<file path="src/hw/ctrlPkg.sv">
package ctrlPkg;

  typedef logic [5:0] opcodeT;      // Instruction bits 31:26
  typedef logic [5:0] functT;       // R-type bits 5:0
  typedef logic [3:0] aluOpT;
  typedef logic [3:0] stepT;        // Step index inside one FSM state
  typedef logic [2:0] instrClassT;
  typedef logic [1:0] excVecT;      // Selects the handler address
  typedef logic [1:0] pcSrcT;
  typedef logic [0:0] srcAT;
  typedef logic [1:0] srcBT;

  // Opcodes
  localparam opcodeT opR     = 6'h00;
  localparam opcodeT opAddi  = 6'h08;
  localparam opcodeT opAddiu = 6'h09;
  localparam opcodeT opBeq   = 6'h04;
  localparam opcodeT opBne   = 6'h05;
  localparam opcodeT opLw    = 6'h23;
  localparam opcodeT opSw    = 6'h2B;

  // R-type functs
  localparam functT fnAdd  = 6'h20;
  localparam functT fnAnd  = 6'h24;
  localparam functT fnSub  = 6'h22;
  localparam functT fnSlt  = 6'h2A;
  localparam functT fnMult = 6'h18;
  localparam functT fnDiv  = 6'h1A;

  // ALU operations
  localparam aluOpT aluAdd = 4'd1;
  localparam aluOpT aluSub = 4'd2;
  localparam aluOpT aluAnd = 4'd3;
  localparam aluOpT aluSlt = 4'd10;
  localparam aluOpT aluEq  = 4'd11;  // Sets the datapath condition flag
  localparam aluOpT aluNe  = 4'd12;

  localparam stepT lastStep = 4'd8;  // Longest sequence is load/store

  // Instruction classes
  localparam instrClassT clsAlu     = 3'd0;
  localparam instrClassT clsAluImm  = 3'd1;
  localparam instrClassT clsBranch  = 3'd2;
  localparam instrClassT clsLoad    = 3'd3;
  localparam instrClassT clsStore   = 3'd4;
  localparam instrClassT clsArith   = 3'd5;
  localparam instrClassT clsInvalid = 3'd6;

  // Exception vectors
  localparam excVecT excInvalid  = 2'd0;
  localparam excVecT excOverflow = 2'd1;
  localparam excVecT excDivZero  = 2'd2;

  // PC sources
  localparam pcSrcT pcFromAlu    = 2'd0;  // Branch target
  localparam pcSrcT pcFromAluOut = 2'd1;  // PC+4
  localparam pcSrcT pcFromVector = 2'd2;

  // ALU operand selects
  localparam srcAT srcAPc  = 1'b0;
  localparam srcAT srcAReg = 1'b1;

  localparam srcBT srcBReg    = 2'd0;
  localparam srcBT srcBFour   = 2'd1;
  localparam srcBT srcBImm    = 2'd2;
  localparam srcBT srcBBranch = 2'd3;  // Sign-extended offset shifted by two

endpackage

</file>
<file path="src/hw/stepTimer.sv">
module stepTimer (
  input  logic          clk,
  input  logic          reset_in,
  input  logic          advance,
  input  logic          clear,
  output ctrlPkg::stepT step
);
  import ctrlPkg::*;

  stepT stepQ;

  always_ff @(posedge clk) begin
    if (reset_in) begin
      stepQ <= '0;
    end else if (clear) begin
      stepQ <= '0;  // Leaving a state
    end else if (advance) begin
      stepQ <= stepQ + 4'd1;
    end
  end

  assign step = stepQ;

  // Sequences restart before running past the load/store length
  stepBounded: assert property (
    @(posedge clk) disable iff (reset_in)
    stepQ <= lastStep
  ) else $error("step counter ran past the last step");

endmodule

</file>
<file path="src/hw/instrDecoder.sv">
module instrDecoder (
  input  logic                 clk,
  input  logic                 reset_in,
  input  logic                 capture,
  input  ctrlPkg::opcodeT      opcode,
  input  ctrlPkg::functT       funct,
  output ctrlPkg::instrClassT  instrClass,
  output ctrlPkg::aluOpT       execAluOp,
  output logic                 arithIsDiv,
  output logic                 ignoreOverflow
);
  import ctrlPkg::*;

  instrClassT decClass;
  aluOpT      decAluOp;
  logic       decDiv;
  logic       decIgnore;

  instrClassT classQ;
  aluOpT      aluOpQ;
  logic       divQ;
  logic       ignoreQ;

  always_comb begin
    decClass  = clsInvalid;  // Anything not listed below
    decAluOp  = aluAdd;
    decDiv    = 1'b0;
    decIgnore = 1'b0;
    case (opcode)
      opR: begin
        case (funct)
          fnAdd: decClass = clsAlu;
          fnSub: begin
            decClass = clsAlu;
            decAluOp = aluSub;
          end
          fnAnd: begin
            decClass = clsAlu;
            decAluOp = aluAnd;
          end
          fnSlt: begin
            decClass = clsAlu;
            decAluOp = aluSlt;
          end
          fnMult: decClass = clsArith;
          fnDiv: begin
            decClass = clsArith;
            decDiv   = 1'b1;
          end
          default: decClass = clsInvalid;
        endcase
      end
      opAddi: decClass = clsAluImm;
      opAddiu: begin
        decClass  = clsAluImm;
        decIgnore = 1'b1;  // Unsigned add never traps
      end
      opBeq: begin
        decClass = clsBranch;
        decAluOp = aluEq;
      end
      opBne: begin
        decClass = clsBranch;
        decAluOp = aluNe;
      end
      opLw: decClass = clsLoad;
      opSw: decClass = clsStore;
      default: decClass = clsInvalid;
    endcase
  end

  always_ff @(posedge clk) begin
    if (reset_in) begin
      classQ  <= clsAlu;
      aluOpQ  <= aluAdd;
      divQ    <= 1'b0;
      ignoreQ <= 1'b0;
    end else if (capture) begin
      classQ  <= decClass;
      aluOpQ  <= decAluOp;
      divQ    <= decDiv;
      ignoreQ <= decIgnore;
    end
  end

  // Bypass on the capture cycle so the FSM can branch to execute right away
  assign instrClass     = capture ? decClass : classQ;
  assign execAluOp      = capture ? decAluOp : aluOpQ;
  assign arithIsDiv     = capture ? decDiv : divQ;
  assign ignoreOverflow = capture ? decIgnore : ignoreQ;

endmodule

</file>
<file path="src/hw/excTracker.sv">
module excTracker (
  input  logic            clk,
  input  logic            reset_in,
  input  logic            overflow,
  input  logic            divZero,
  input  logic            invalidSeen,
  input  logic            ignoreOverflow,
  input  logic            excTaken,
  output logic            excPending,
  output ctrlPkg::excVecT excVector
);
  import ctrlPkg::*;

  logic invalidQ;
  logic overflowQ;
  logic divZeroQ;

  // A new cause in the same cycle as excTaken is still kept
  always_ff @(posedge clk) begin
    if (reset_in) begin
      invalidQ  <= 1'b0;
      overflowQ <= 1'b0;
      divZeroQ  <= 1'b0;
    end else begin
      invalidQ  <= (invalidQ & ~excTaken) | invalidSeen;
      overflowQ <= (overflowQ & ~excTaken) | (overflow & ~ignoreOverflow);  // addiu masks
      divZeroQ  <= (divZeroQ & ~excTaken) | divZero;
    end
  end

  assign excPending = invalidQ | overflowQ | divZeroQ;

  always_comb begin
    if (invalidQ) begin
      excVector = excInvalid;
    end else if (overflowQ) begin
      excVector = excOverflow;
    end else if (divZeroQ) begin
      excVector = excDivZero;
    end else begin
      excVector = excInvalid;  // Don't care when nothing pending
    end
  end

endmodule

</file>
<file path="src/hw/controlFsm.sv">
module controlFsm (
  input  logic                clk,
  input  logic                reset_in,
  input  ctrlPkg::stepT       step,
  input  ctrlPkg::instrClassT instrClass,
  input  ctrlPkg::aluOpT      execAluOp,
  input  logic                condMet,
  input  logic                arithAck,
  input  logic                excPending,
  output logic                advance,
  output logic                clear,
  output logic                capture,
  output logic                invalidSeen,
  output logic                excTaken,
  output logic                pcWrite,
  output ctrlPkg::pcSrcT      pcSrc,
  output logic                irWrite,
  output logic                aluOutWrite,
  output ctrlPkg::srcAT       aluSrcA,
  output ctrlPkg::srcBT       aluSrcB,
  output ctrlPkg::aluOpT      aluOp,
  output logic                aWrite,
  output logic                bWrite,
  output logic                regWrite,
  output logic                regSrcMem,
  output logic                memAddrSel,
  output logic                memWrite,
  output logic                mdrWrite,
  output logic                hiLoWrite,
  output logic                arithReq,
  output logic                epcWrite
);
  import ctrlPkg::*;

  typedef enum logic [3:0] {
    stReset, stFetch, stAlu, stBranch, stLoad,
    stStore, stArith, stException, stWaitMem
  } stateT;

  stateT state;
  stateT nextState;
  logic  hold;     // Freeze the step while waiting on the arithmetic unit
  logic  isStore;

  always_ff @(posedge clk) begin
    if (reset_in) begin
      state <= stReset;
    end else begin
      state <= nextState;
    end
  end

  assign isStore = (state == stStore);

  always_comb begin
    nextState   = state;
    hold        = 1'b0;
    clear       = 1'b0;
    capture     = 1'b0;
    invalidSeen = 1'b0;
    excTaken    = 1'b0;
    pcWrite     = 1'b0;
    pcSrc       = pcFromAluOut;
    irWrite     = 1'b0;
    aluOutWrite = 1'b0;
    aluSrcA     = srcAPc;
    aluSrcB     = srcBReg;
    aluOp       = aluAdd;
    aWrite      = 1'b0;
    bWrite      = 1'b0;
    regWrite    = 1'b0;
    regSrcMem   = 1'b0;
    memAddrSel  = 1'b0;
    memWrite    = 1'b0;
    mdrWrite    = 1'b0;
    hiLoWrite   = 1'b0;
    arithReq    = 1'b0;
    epcWrite    = 1'b0;
    case (state)
      stReset: begin
        clear     = 1'b1;
        nextState = stFetch;
      end
      stFetch: begin
        case (step)
          4'd0: begin
            if (excPending) begin
              clear     = 1'b1;
              nextState = stException;
            end else begin
              aluSrcB     = srcBFour;  // PC+4 into ALUOut
              aluOutWrite = 1'b1;
            end
          end
          4'd2: irWrite = 1'b1;
          4'd4: begin
            capture = 1'b1;
            pcWrite = 1'b1;
            clear   = 1'b1;
            case (instrClass)
              clsAlu, clsAluImm: nextState = stAlu;
              clsBranch: nextState = stBranch;
              clsLoad: nextState = stLoad;
              clsStore: nextState = stStore;
              clsArith: nextState = stArith;
              default: begin
                invalidSeen = 1'b1;
                nextState   = stException;
              end
            endcase
          end
          default: hold = 1'b0;
        endcase
      end
      stAlu: begin
        aluSrcA = srcAReg;
        aluSrcB = (instrClass == clsAluImm) ? srcBImm : srcBReg;
        if (step != 4'd0) aluOp = execAluOp;
        case (step)
          4'd0: begin
            aWrite = 1'b1;
            bWrite = 1'b1;
          end
          4'd2: regWrite = 1'b1;  // ALU result to rd/rt
          4'd4: begin
            clear     = 1'b1;
            nextState = stFetch;
          end
          default: hold = 1'b0;
        endcase
      end
      stBranch: begin
        case (step)
          4'd0: begin
            aWrite = 1'b1;
            bWrite = 1'b1;
          end
          4'd1: begin
            aluOp   = execAluOp;  // Compare rs with rt
            aluSrcA = srcAReg;
          end
          4'd2: begin
            if (!condMet) begin
              clear     = 1'b1;
              nextState = stFetch;
            end else begin
              aluSrcB = srcBBranch;
            end
          end
          4'd3: begin
            aluSrcB = srcBBranch;
            pcSrc   = pcFromAlu;
            pcWrite = 1'b1;
          end
          default: begin
            clear     = 1'b1;
            nextState = stFetch;
          end
        endcase
      end
      stLoad, stStore: begin
        case (step)
          4'd0: begin
            aWrite = 1'b1;
            bWrite = isStore;  // Store data comes from rt
          end
          4'd1: begin
            aluSrcA     = srcAReg;
            aluSrcB     = srcBImm;
            aluOutWrite = 1'b1;  // Effective address
          end
          4'd2, 4'd3, 4'd5: memAddrSel = 1'b1;
          4'd4: begin
            memAddrSel = 1'b1;
            mdrWrite   = !isStore;
          end
          4'd6: begin
            memAddrSel = isStore;
            memWrite   = isStore;
            regWrite   = !isStore;
            regSrcMem  = !isStore;
          end
          4'd8: begin
            clear     = 1'b1;
            nextState = stWaitMem;
          end
          default: hold = 1'b0;
        endcase
      end
      stArith: begin
        case (step)
          4'd0: begin
            aWrite = 1'b1;
            bWrite = 1'b1;
          end
          4'd1: begin
            arithReq = 1'b1;
            hold     = !arithAck;
          end
          4'd2: hold = arithAck;  // Wait for ack to drop
          default: begin
            hiLoWrite = 1'b1;
            clear     = 1'b1;
            nextState = stFetch;
          end
        endcase
      end
      stException: begin
        pcSrc = pcFromVector;
        case (step)
          4'd0: begin
            aluOp       = aluSub;  // Back up to the faulting instruction
            aluSrcB     = srcBFour;
            aluOutWrite = 1'b1;
          end
          4'd2: begin
            epcWrite = 1'b1;
            pcWrite  = 1'b1;
          end
          4'd4: begin
            excTaken  = 1'b1;
            clear     = 1'b1;
            nextState = stWaitMem;
          end
          default: hold = 1'b0;
        endcase
      end
      stWaitMem: begin
        if (step == 4'd1) begin
          clear     = 1'b1;
          nextState = stFetch;
        end
      end
      default: begin
        clear     = 1'b1;
        nextState = stReset;
      end
    endcase
    advance = !hold;
  end

  // Four-phase handshake toward the arithmetic unit
  reqHeldUntilAck: assert property (
    @(posedge clk) disable iff (reset_in)
    $fell(arithReq) |-> $past(arithAck)
  ) else $error("arithReq dropped before arithAck");

  pcWriteSteps: assert property (
    @(posedge clk) disable iff (reset_in)
    pcWrite |-> (state == stFetch && step == 4'd4) ||
                (state == stBranch && step == 4'd3) ||
                (state == stException && step == 4'd2)
  ) else $error("pcWrite outside its steps");

  // The cause stays latched until excTaken at step 4
  epcWriteStep: assert property (
    @(posedge clk) disable iff (reset_in)
    epcWrite |-> state == stException && step == 4'd2 && excPending
  ) else $error("epcWrite outside exception step 2");

endmodule

</file>
<file path="src/hw/controlUnit.sv">
module controlUnit (
  input  logic            clk,
  input  logic            reset_in,
  input  ctrlPkg::opcodeT opcode,
  input  ctrlPkg::functT  funct,
  input  logic            condMet,
  input  logic            overflow,
  input  logic            divZero,
  input  logic            arithAck,
  output logic            pcWrite,
  output ctrlPkg::pcSrcT  pcSrc,
  output logic            irWrite,
  output logic            aluOutWrite,
  output ctrlPkg::srcAT   aluSrcA,
  output ctrlPkg::srcBT   aluSrcB,
  output ctrlPkg::aluOpT  aluOp,
  output logic            aWrite,
  output logic            bWrite,
  output logic            regWrite,
  output logic            regSrcMem,
  output logic            memAddrSel,
  output logic            memWrite,
  output logic            mdrWrite,
  output logic            hiLoWrite,
  output logic            arithReq,
  output logic            arithIsDiv,
  output logic            epcWrite,
  output ctrlPkg::excVecT excVector
);
  import ctrlPkg::*;

  stepT       step;
  logic       advance;
  logic       clear;
  logic       capture;
  instrClassT instrClass;
  aluOpT      execAluOp;
  logic       ignoreOverflow;
  logic       invalidSeen;
  logic       excTaken;
  logic       excPending;

  controlFsm uFsm (
    .clk, .reset_in, .step, .instrClass, .execAluOp, .condMet, .arithAck, .excPending,
    .advance, .clear, .capture, .invalidSeen, .excTaken,
    .pcWrite, .pcSrc, .irWrite, .aluOutWrite, .aluSrcA, .aluSrcB, .aluOp,
    .aWrite, .bWrite, .regWrite, .regSrcMem, .memAddrSel, .memWrite, .mdrWrite,
    .hiLoWrite, .arithReq, .epcWrite
  );

  stepTimer uStep (
    .clk, .reset_in, .advance, .clear, .step
  );

  instrDecoder uDecode (
    .clk, .reset_in, .capture, .opcode, .funct,
    .instrClass, .execAluOp, .arithIsDiv, .ignoreOverflow
  );

  excTracker uExc (
    .clk, .reset_in, .overflow, .divZero, .invalidSeen, .ignoreOverflow, .excTaken,
    .excPending, .excVector
  );

endmodule

</file>
<file path="config.mk">
export PLATFORM = sky130hd
export DESIGN_NAME = controlUnit
export DESIGN_NICKNAME = d
export VERILOG_FILES = /design/src/hw/ctrlPkg.sv /design/src/hw/stepTimer.sv /design/src/hw/instrDecoder.sv /design/src/hw/excTracker.sv /design/src/hw/controlFsm.sv /design/src/hw/controlUnit.sv
export SDC_FILE = /design/constraint.sdc
export NUM_CORES = 1
export LEC_CHECK = 0
export BUFFER_PORTS_ARGS = -buffer_cell sky130_fd_sc_hd__buf_4
export CORE_UTILIZATION = 30
export DETAILED_ROUTE_END_ITERATION = 7
export SYNTH_ARGS = -nofsm -noshare
export SYNTH_HDL_FRONTEND = slang
export SYNTH_SLANG_ARGS = --single-unit
</file>
<file path="constraint.sdc">
create_clock -name clk -period 7 [get_ports clk]
set_input_delay 1.05 -clock clk [delete_from_list [all_inputs] [get_ports clk]]
set_output_delay 1.05 -clock clk [all_outputs]
set_load 0.03 [all_outputs]
</file>
==> results of run 1 <==
[routing by layer]
metal / wire length, microns / track usage, %
met2: 2160 / 25.2
met4: 53 / 3.64
met3: 331 / 3.54
met1: 2400 / 21.6
met5: 0 / 0
[registers in the layout (all words and copies together), names as in the netlist]
| signal | cells |
|---|---|
| uDecode.aluOpQ | 4 |
| uDecode.classQ | 3 |
| uExc.invalidQ | 1 |
| uDecode.divQ | 1 |
| uDecode.ignoreQ | 1 |
| uExc.divZeroQ | 1 |
| uStep.step | 4 |
| uFsm.state | 4 |
| uExc.overflowQ | 1 |
[kinds of logic (layout without fill, tap and decap cells)]
kind of cell / count (synthesis) / count (layout) / synth area share, %
AOI/OAI and AO/OA: 63 / 63 / 25.4
xor gates and xnor gates: 5 / 5 / 2.43
DFF: 20 / 20 / 22.2
adders and majority gates: 4 / 4 / 2.77
buffers and inverters: 26 / 55 / 6.93
muxes: 4 / 4 / 2.29
and+or+nand+nor: 129 / 129 / 38.0
[power breakdown]
part | leakage (nW) | total, W | internal [W] | switching, W
Clock | 0.0357 | 0.000120 | 0.0000765 | 0.0000435
Sequential | 0.163 | 0.000174 | 0.000128 | 0.0000456
Combinational | 0.686 | 0.000339 | 0.000133 | 0.000206
Total | 0.885 | 0.000633 | 0.000338 | 0.000295
[synthesized netlist by cell type, types with 3 or more instances]
cell type and count:
nor2_1 39, nand2_1 25, dfxtp_1 20, a21oi_1 17
o21ai_0 11, clkbuf_1 9, inv_1 9, nand3_1 9
nor3_1 8, and3_1 6, nor2b_1 6, buf_2 4
ha_1 4, or3_1 4, a22oi_1 3, and2_1 3
buf_6 3, mux2i_1 3, nand2b_1 3, nor3b_1 3
nor4_1 3, or3b_1 3, xnor2_1 3
[metrics by stage]
stage | instance area (sq um) | power (W)
after floorplan | 1800 | 0.000428
after global placement | 2120 | 0.000511
after detailed placement | 2120 | 0.000510
after CTS | 2190 | 0.000631
after global routing | 2190 | 0.000676
final | 2190 | 0.000633
[worst max-delay path, delay by kind of cell]
family | cells | cell delay (ps)
buffers and inverters | 2 | 340
AND/OR/NAND/NOR | 2 | 1060
AO/OA/AOI/OAI | 3 | 710
[final cells by class]
| class | instances | area (sq um) | area share [%] |
|---|---|---|---|
| Timing Repair Buffer | 42 | 315 | 14.4 |
| Clock inverter | 1 | 30.0 | 1.37 |
| Multi-Input combinational cell | 205 | 1280 | 58.4 |
| Inverter | 9 | 33.8 | 1.54 |
| Tap cell | 72 | 90.1 | 4.11 |
| Sequential cell | 20 | 400 | 18.3 |
| Clock buffer | 3 | 41.3 | 1.89 |
[worst max-delay path by stage]
stage	start	end	slack, ps	depth (start not counted)
after floorplan	funct[0]	aluSrcB[1]	2890	5
after global placement	funct[0]	aluSrcB[1]	2860	7
after detailed placement	funct[0]	aluSrcB[1]	2820	7
after CTS	funct[0]	aluSrcB[1]	2800	7
after global routing	funct[0]	aluSrcB[1]	2660	7
final	funct[0]	aluSrcB[1]	2780	7
==> metrics.yaml, run 1 <==
outcome:
  status: "finished, final reports clean"
min_path:
  hold_depth: 2
  min_path_type: "flop to flop"
  hold_start: "uDecode.aluOpQ[2]"
  min_to: "uDecode.aluOpQ[2]"
yosys:
  postSynthAreaPerCell_sq_um: 7.19
  ys_types: 63
  yosys_warnings: 0
  yosys.area.top_type: "dfxtp_1"
  synth-edff-count: 0
  post_synth_main_area_contributors: "dfxtp_1 22%, nor2_1 8.1%, nand2_1 5.2%"
  ys_seq_elements: 20
  synth_seq_area_share_pct: 22.2
  netlist_area_sq_um: 1800
  synthFlopType: "dfxtp_1"
  yosysTopAreaCellShare_pct: 22.2
  netlist_instances: 251
  syn_nets: 273
  async_flop_share_pct: 0
floorplan:
  rows: 27
  core-area_sq_um: 5640
  pin_count: 43
  start_util_pct: 32.0
  die_area_sq_um: 6330
  die_y_microns: 79.6
  fp.dieW_microns: 79.6
timing:
  fmax_mhz: 237
  setup_viol: 0
  period_share_pct: 60.3
  finalHoldViolCount: 0
  whs_ps: 486
  finalSetupTns_ps: 0
  tightest_slew_ps: 674
  rsz0062_at_grt: "false"
  min_period_ps: 4220
  clock_skew_ps: 10.8
  fin_ws_ps: 2780
  slew_headroom_pct: 55.0
  drv_slew: 0
cts:
  clk_pin_slew_ps: 90
  clock-sinks: 20
  numCtsBuffers: 3
  ctsResizeCount: 0
  cts_hold_buf: 0
  clk_latency_ps: 270
  h-tree-depth: 1
  cts_tree: "built"
  clockBufferDepth: 2
  cts_setup_buffers: 0
  clockRootBuffer: "clkbuf_8"
layout:
  nNetsFinal: 303
  utilization_pct: 38.8
  stdcell_count: 352
  syn2layout_area_growth_pct: 21.4
  fillCellCount: 571
  diodes: 0
  final_cell_mix: "42 x buf_4, 39 x nor2_1, 25 x nand2_1"
  layout_commonest_cell: "buf_4"
  drive_above_1_share_pct: 20.0
critical_path:
  crit_fanout: 4
  slowest_delay_ps: 540
  cp_slowest_cell: "nor3b_1"
  crit_chain: "buf_4, nor3b_1, a2111oi_4, nor4b_2, a21oi_1, o311ai_1, buf_4"
  r2r-end: "uFsm.state[1]"
  end_kind: "output pin"
  cp_data_required_time_ps: 5950
  crit_top_cell: "buf_4"
  arrival_ps: 3170
  start_kind: "input pin"
  worst_r2r_path_depth: 5
  timing.rr.start: "uFsm.state[0]"
  crit_type: "input pin to output pin"
  reg2reg_setup_slack_ps: 4140
place:
  gp_congestion: 0.859
  place_ws_ps: 2820
  portBuffers: 42
  hpwl_microns: 3680
  dpl.cell_count: 348
global_route:
  grt_pass1_vias: 1718
  antenna_found_initial: 0
  gr-total-overflow: 0
  grt_pass1_wl_microns: 8110
  grt_usage_pct: 15.9
  grt_max_degree: 21
route:
  drc: 0
  totalWireLength_microns: 4950
  via_per_inst: 5.48
  drt-wirelength-per-cell_microns: 14.1
  ant_nets: 0
  first_iter_violations: 185
  first_pass_iters: 5
  via_count: 1929
power_and_ir_drop:
  leakage_nw: 0.885
  ir_worst_vdd_uv: 170
  p_per_area_nw_per_um2: 289
run:
  maxCapViolations: 0
(Power assumes the default switching activity.)
==> run 2: changes to the inputs <==
==> constraint.sdc (replaced) <==
create_clock -name clk -period 3.6 [get_ports clk]
set_input_delay 0.54 -clock clk [delete_from_list [all_inputs] [get_ports clk]]
set_output_delay 0.54 -clock clk [all_outputs]
set_load 0.03 [all_outputs]
==> run 2 against run 1 <==
Effect of this change: clock-buffer cell count unchanged; utilization up 0.67 points; critical path depth down 1; critical path type is now flop to output pin.
==> metrics.yaml, run 2 (synthesis gave the netlist of run 1 again) <==
route:
  ant_nets: 0  # unchanged
  via_count: 1924  # -0.26%
  first_iter_violations: 137  # -26%
  totalWireLength_microns: 5100  # +3.0%
  via_per_inst: 5.39  # -1.7%
  first_pass_iters: 4  # -1
  drc: 0  # unchanged
  drt-wirelength-per-cell_microns: 14.3  # +1.5%
power_and_ir_drop:
  power.switching_w: 0.000576  # +95%
  pwr-share-seq_pct: 23.2  # -4.2 points
  p_per_area_nw_per_um2: 561  # +94%
  total_power_w: 0.00125  # +97%
  leakage_nw: 0.910  # +2.8%
  clkPwrFrac_pct: 18.5  # -0.5 points
  comb_power_share_pct: 58.2  # +4.6 points
  p_int_w: 0.000674  # +99%
  ir_worst_vdd_uv: 239  # +41%
  p_sw_share_pct: 46.1  # -0.54 points
timing:
  tightest_slew_ps: 619  # -55.1 ps
  drv_slew: 0  # unchanged
  slew_headroom_pct: 58.6  # +3.6 points
  finalHoldViolCount: 0  # unchanged
  min_period_ps: 3350
  period_share_pct: 93.0
  clock_skew_ps: 3.00  # -7.84 ps
  fmax_mhz: 299
  setup_viol: 0  # unchanged
  rsz0062_at_grt: "false"
  finalSetupTns_ps: 0  # unchanged
place:
  hpwl_microns: 3950  # +7.2%
  place_area_sq_um: 2160  # +1.8%
  gp_congestion: 0.902  # +5.0%
  portBuffers: 42  # unchanged
  dpl.cell_count: 353  # +1.4%
critical_path:
  slowest_delay_ps: 650  # +110 ps
  cp_slowest_cell: "or4b_1"
  cp_data_required_time_ps: 3060  # -2890 ps
  arrival_ps: 2810  # -360 ps
  crit_type: "flop to output pin"
  crit_chain: "or4b_1, nor3_1, nor4b_2, a21oi_1, o311ai_1, buf_4"
  crit_buf_inv: 1  # -1
  crit_fanout: 10  # +6
  end_kind: "output pin"
  start_kind: "flop"
  crit_family: "simple AND/OR/NAND/NOR gates"
layout:
  syn2layout_area_growth_pct: 23.4
  drive_above_1_share_pct: 21.4  # +1.4 points
  final_cell_mix: "47 x buf_4, 39 x nor2_1, 25 x nand2_1"
  layout_commonest_cell: "buf_4"
  fillCellCount: 577  # +1.1%
  post-route-cell-area_sq_um: 2230  # +1.7%
  diodes: 0  # unchanged
  nNetsFinal: 308  # +1.7%
  stdcell_count: 357  # +1.4%
global_route:
  grt_pass1_wl_microns: 8320  # +2.6%
  grt_usage_pct: 16.4  # +0.49 points
  grt_max_degree: 18  # -14%
  gr-total-overflow: 0  # unchanged
  antenna_found_initial: 0  # unchanged
  grt_pass1_vias: 1747  # +1.7%
floorplan:
  rows: 27  # unchanged
  start_util_pct: 32.0  # unchanged
  fp.dieW_microns: 79.6  # unchanged
  die_y_microns: 79.6  # unchanged
  pin_count: 43  # unchanged
  die_area_sq_um: 6330  # unchanged
  core-area_sq_um: 5640  # unchanged
cts:
  clk_pin_slew_ps: 80  # about the same
  cts_setup_buffers: 0  # unchanged
  h-tree-depth: 1  # unchanged
  clockBufferDepth: 2  # unchanged
  clk_latency_ps: 270  # about the same
  clock-sinks: 20  # unchanged
  cts_tree: "built"
  numCtsBuffers: 3  # unchanged
  cts_hold_buf: 0  # unchanged
  clockRootBuffer: "clkbuf_8"
  ctsResizeCount: 0  # unchanged
min_path:
  min_path_type: "input pin to flop"
outcome:
  status: "finished, final reports clean"
run:
  maxCapViolations: 0  # unchanged
run 2: layer usage:
metal / vias to the layer above / share of wire, % / GRT usage (%)
met5: - / 0 / 0
met4: 0 / 1.5 / 5.27
met3: 7 / 6.3 / 2.51
met2: 60 / 44 / 25.0
met1: 883 / 48 / 23.2
li1: 974 / - / -
run 2: final timing paths:
check / from / to / slack, ps / cells past startpoint
setup / recovery: uFsm.state[0] / aluSrcB[1] / 250 / 6
hold / removal: divZero / uExc.divZeroQ / 480 / 3
setup reg to reg: uFsm.state[0] / uFsm.state[1] / 960 / 5
hold reg to reg: uDecode.aluOpQ[2] / uDecode.aluOpQ[2] / 490 / 2
run 2: worst reg2reg max path, stage by stage, from the launching register on:
cell      delay, ps
dfxtp_1         510
or4b_1          650
nor4_1          430
a211o_1         380
mux2_1          350
a311oi_1        240
run 2: power groups by stage:
stage | registers (W) | clock network [W] | logic (W)
floorplan | 0.000267 | 0 | 0.000566
global placement | 0.000295 | 0 | 0.000726
detailed placement | 0.000296 | 0 | 0.000724
CTS | 0.000290 | 0.000238 | 0.000726
global route | 0.000296 | 0.000247 | 0.000795
finish | 0.000290 | 0.000232 | 0.000728
run 2: area by class of cell:
class                      count  area [sq um]  area share (%)
multi-input combinational    205          1280            57.4
sequential                    20           400            18.0
timing repair buffer          47           353            15.8
tap                           72          90.1            4.04
clock buffer                   3          41.3            1.85
inverter                       9          33.8            1.52
clock inverter                 1          30.0            1.35
run 2: stage by stage:
| step | hold WS [ps] | util, % | worst slack, ps |
|---|---|---|---|
| after floorplan | 444 | - | 506 |
| after global placement | 460 | 38.2 | 640 |
| after detailed placement | 472 | 38.2 | 592 |
| after CTS | 472 | 39.5 | 271 |
| after global routing | 469 | 39.5 | 88.6 |
| final | 476 | 39.5 | 252 |
==> run 3: changes to the inputs <==
--- a/config.mk
+++ b/config.mk
@@ -8,6 +8,7 @@
 export BUFFER_PORTS_ARGS = -buffer_cell sky130_fd_sc_hd__buf_4
 export CORE_UTILIZATION = 30
 export DETAILED_ROUTE_END_ITERATION = 7
+export PLACE_DENSITY = 0.61
 export SYNTH_ARGS = -nofsm -noshare
 export SYNTH_HDL_FRONTEND = slang
 export SYNTH_SLANG_ARGS = --single-unit
==> run 3 against run 2 <==
Effect of this change: cell area up 0.34%; first-iteration DRC count down 6.6%; cell count up 0.28%; die area unchanged; non-clock buffer count up 1; clock skew up 1.6 ps; critical path depth unchanged; maximum frequency down 1.0%; largest power group unchanged; highest routed layer unchanged.
==> metrics.yaml, run 3 (synthesis gave the netlist of run 1 again) <==
outcome:
  status: "finished, final reports clean"
critical_path:
  crit_fanout: 11  # +1
  end_kind: "output pin"
  start_kind: "flop"
  cp_data_required_time_ps: 3060  # about the same
  reg2reg_setup_slack_ps: 960  # about the same
  crit_type: "flop to output pin"
  arrival_ps: 2840  # +30 ps
place:
  gp_congestion: 0.920  # +2.0%
  hpwl_microns: 4010  # +1.5%
  portBuffers: 42  # unchanged
route:
  first_pass_iters: 4  # unchanged
  drc: 0  # unchanged
  ant_nets: 0  # unchanged
  drt-wirelength-per-cell_microns: 14.5  # +1.6%
  first_iter_violations: 128  # -6.6%
  via_count: 1932  # +0.42%
  via_per_inst: 5.40  # +0.14%
  totalWireLength_microns: 5200  # +1.9%
power_and_ir_drop:
  p_int_w: 0.000681  # +1.1%
  p_per_area_nw_per_um2: 568  # +1.2%
  comb_power_share_pct: 58.6  # +0.4 points
  total_power_w: 0.00127  # +1.5%
  clkPwrFrac_pct: 18.7  # +0.2 points
  ir_worst_vdd_uv: 216  # -9.6%
  p_sw_share_pct: 46.4  # +0.25 points
  pwr-share-seq_pct: 22.6  # -0.6 points
  power.switching_w: 0.000589  # +2.1%
  leakage_nw: 0.915  # +0.55%
timing:
  tightest_slew_ps: 611  # -8.44 ps
  drv_slew: 0  # unchanged
  finalSetupTns_ps: 0  # unchanged
  period_share_pct: 93.9  # +0.94 points
  slew_headroom_pct: 59.1  # +0.56 points
  setup_viol: 0  # unchanged
  min_period_ps: 3380  # +34.0 ps
  rsz0062_at_grt: "false"
  clock_skew_ps: 4.57  # +1.58 ps
  fmax_mhz: 296  # -1.0%
  finalHoldViolCount: 0  # unchanged
global_route:
  antenna_found_initial: 0  # unchanged
  grt_max_degree: 18  # unchanged
  gr-total-overflow: 0  # unchanged
  grt_pass1_wl_microns: 8350  # +0.34%
  grt_pass1_vias: 1775  # +1.6%
  grt_usage_pct: 16.6  # +0.21 points
layout:
  drive_above_1_share_pct: 21.7  # +0.27 points
  syn2layout_area_growth_pct: 23.9
  layout_commonest_cell: "buf_4"
  nNetsFinal: 309  # +0.32%
  diodes: 0  # unchanged
  final_cell_mix: "48 x buf_4, 39 x nor2_1, 25 x nand2_1"
cts:
  clk_latency_ps: 270  # about the same
  cts_setup_buffers: 0  # unchanged
  clockBufferDepth: 2  # unchanged
  cts_tree: "built"
  clockRootBuffer: "clkbuf_8"
  numCtsBuffers: 3  # unchanged
  ctsResizeCount: 0  # unchanged
  clock-sinks: 20  # unchanged
  h-tree-depth: 1  # unchanged
  cts_hold_buf: 0  # unchanged
  clk_pin_slew_ps: 80  # about the same
min_path:
  min_path_type: "input pin to flop"
floorplan:
  rows: 27  # unchanged
  die_y_microns: 79.6  # unchanged
  fp.dieW_microns: 79.6  # unchanged
  die_area_sq_um: 6330  # unchanged
  core-area_sq_um: 5640  # unchanged
  pin_count: 43  # unchanged
  start_util_pct: 32.0  # unchanged
run:
  maxCapViolations: 0  # unchanged
run 3: worst max-delay path, stage by stage (launching register included):
cell and delay, ps:
dfxtp_1 420, or4b_1 750, nor3_1 210, nor4b_2 440
a21oi_1 170, o311ai_1 350, buf_4 230
run 3: final timing paths:
check,start,to,cells after the start
min reg2reg,uDecode.ignoreQ,uDecode.ignoreQ,2
max,uFsm.state[1],aluSrcB[1],6
max reg2reg,uFsm.state[1],uFsm.state[1],5
min,divZero,uExc.divZeroQ,3
run 3: per-layer routing:
metal	part of all wire (%)	up-vias	GRT usage [%]
met5	0	-	0
met3	5.8	5	2.17
li1	-	982	-
met4	0.83	0	5.09
met1	48	885	23.1
met2	45	60	26.2
run 3: power by group through the flow:
stage | clock (W) | sequential (W) | combinational, W
after global placement | 0 | 0.000290 | 0.000739
final | 0.000238 | 0.000287 | 0.000744
after CTS | 0.000243 | 0.000287 | 0.000740
after floorplan | 0 | 0.000267 | 0.000566
after global routing | 0.000250 | 0.000294 | 0.000807
after detailed placement | 0 | 0.000293 | 0.000737
run 3: area by class of cell:
cell class / count / area, sq um
fill: 591 / 3410
multi-input combinational: 205 / 1280
sequential: 20 / 400
timing repair buffer: 48 / 360
tap: 72 / 90.1
clock buffer: 3 / 41.3
inverter: 9 / 33.8
clock inverter: 1 / 30.0
run 3: stage by stage:
stage	worst slack [ps]	util, %	hold slack, ps	std cells	cell area, sq um
after floorplan	506	-	444	251	1800
after global placement	604	38.3	461	354	2160
after detailed placement	580	38.3	471	354	2160
after CTS	250	39.6	475	358	2230
after global routing	63.3	39.6	497	358	2230
final	218	39.6	475	358	2230
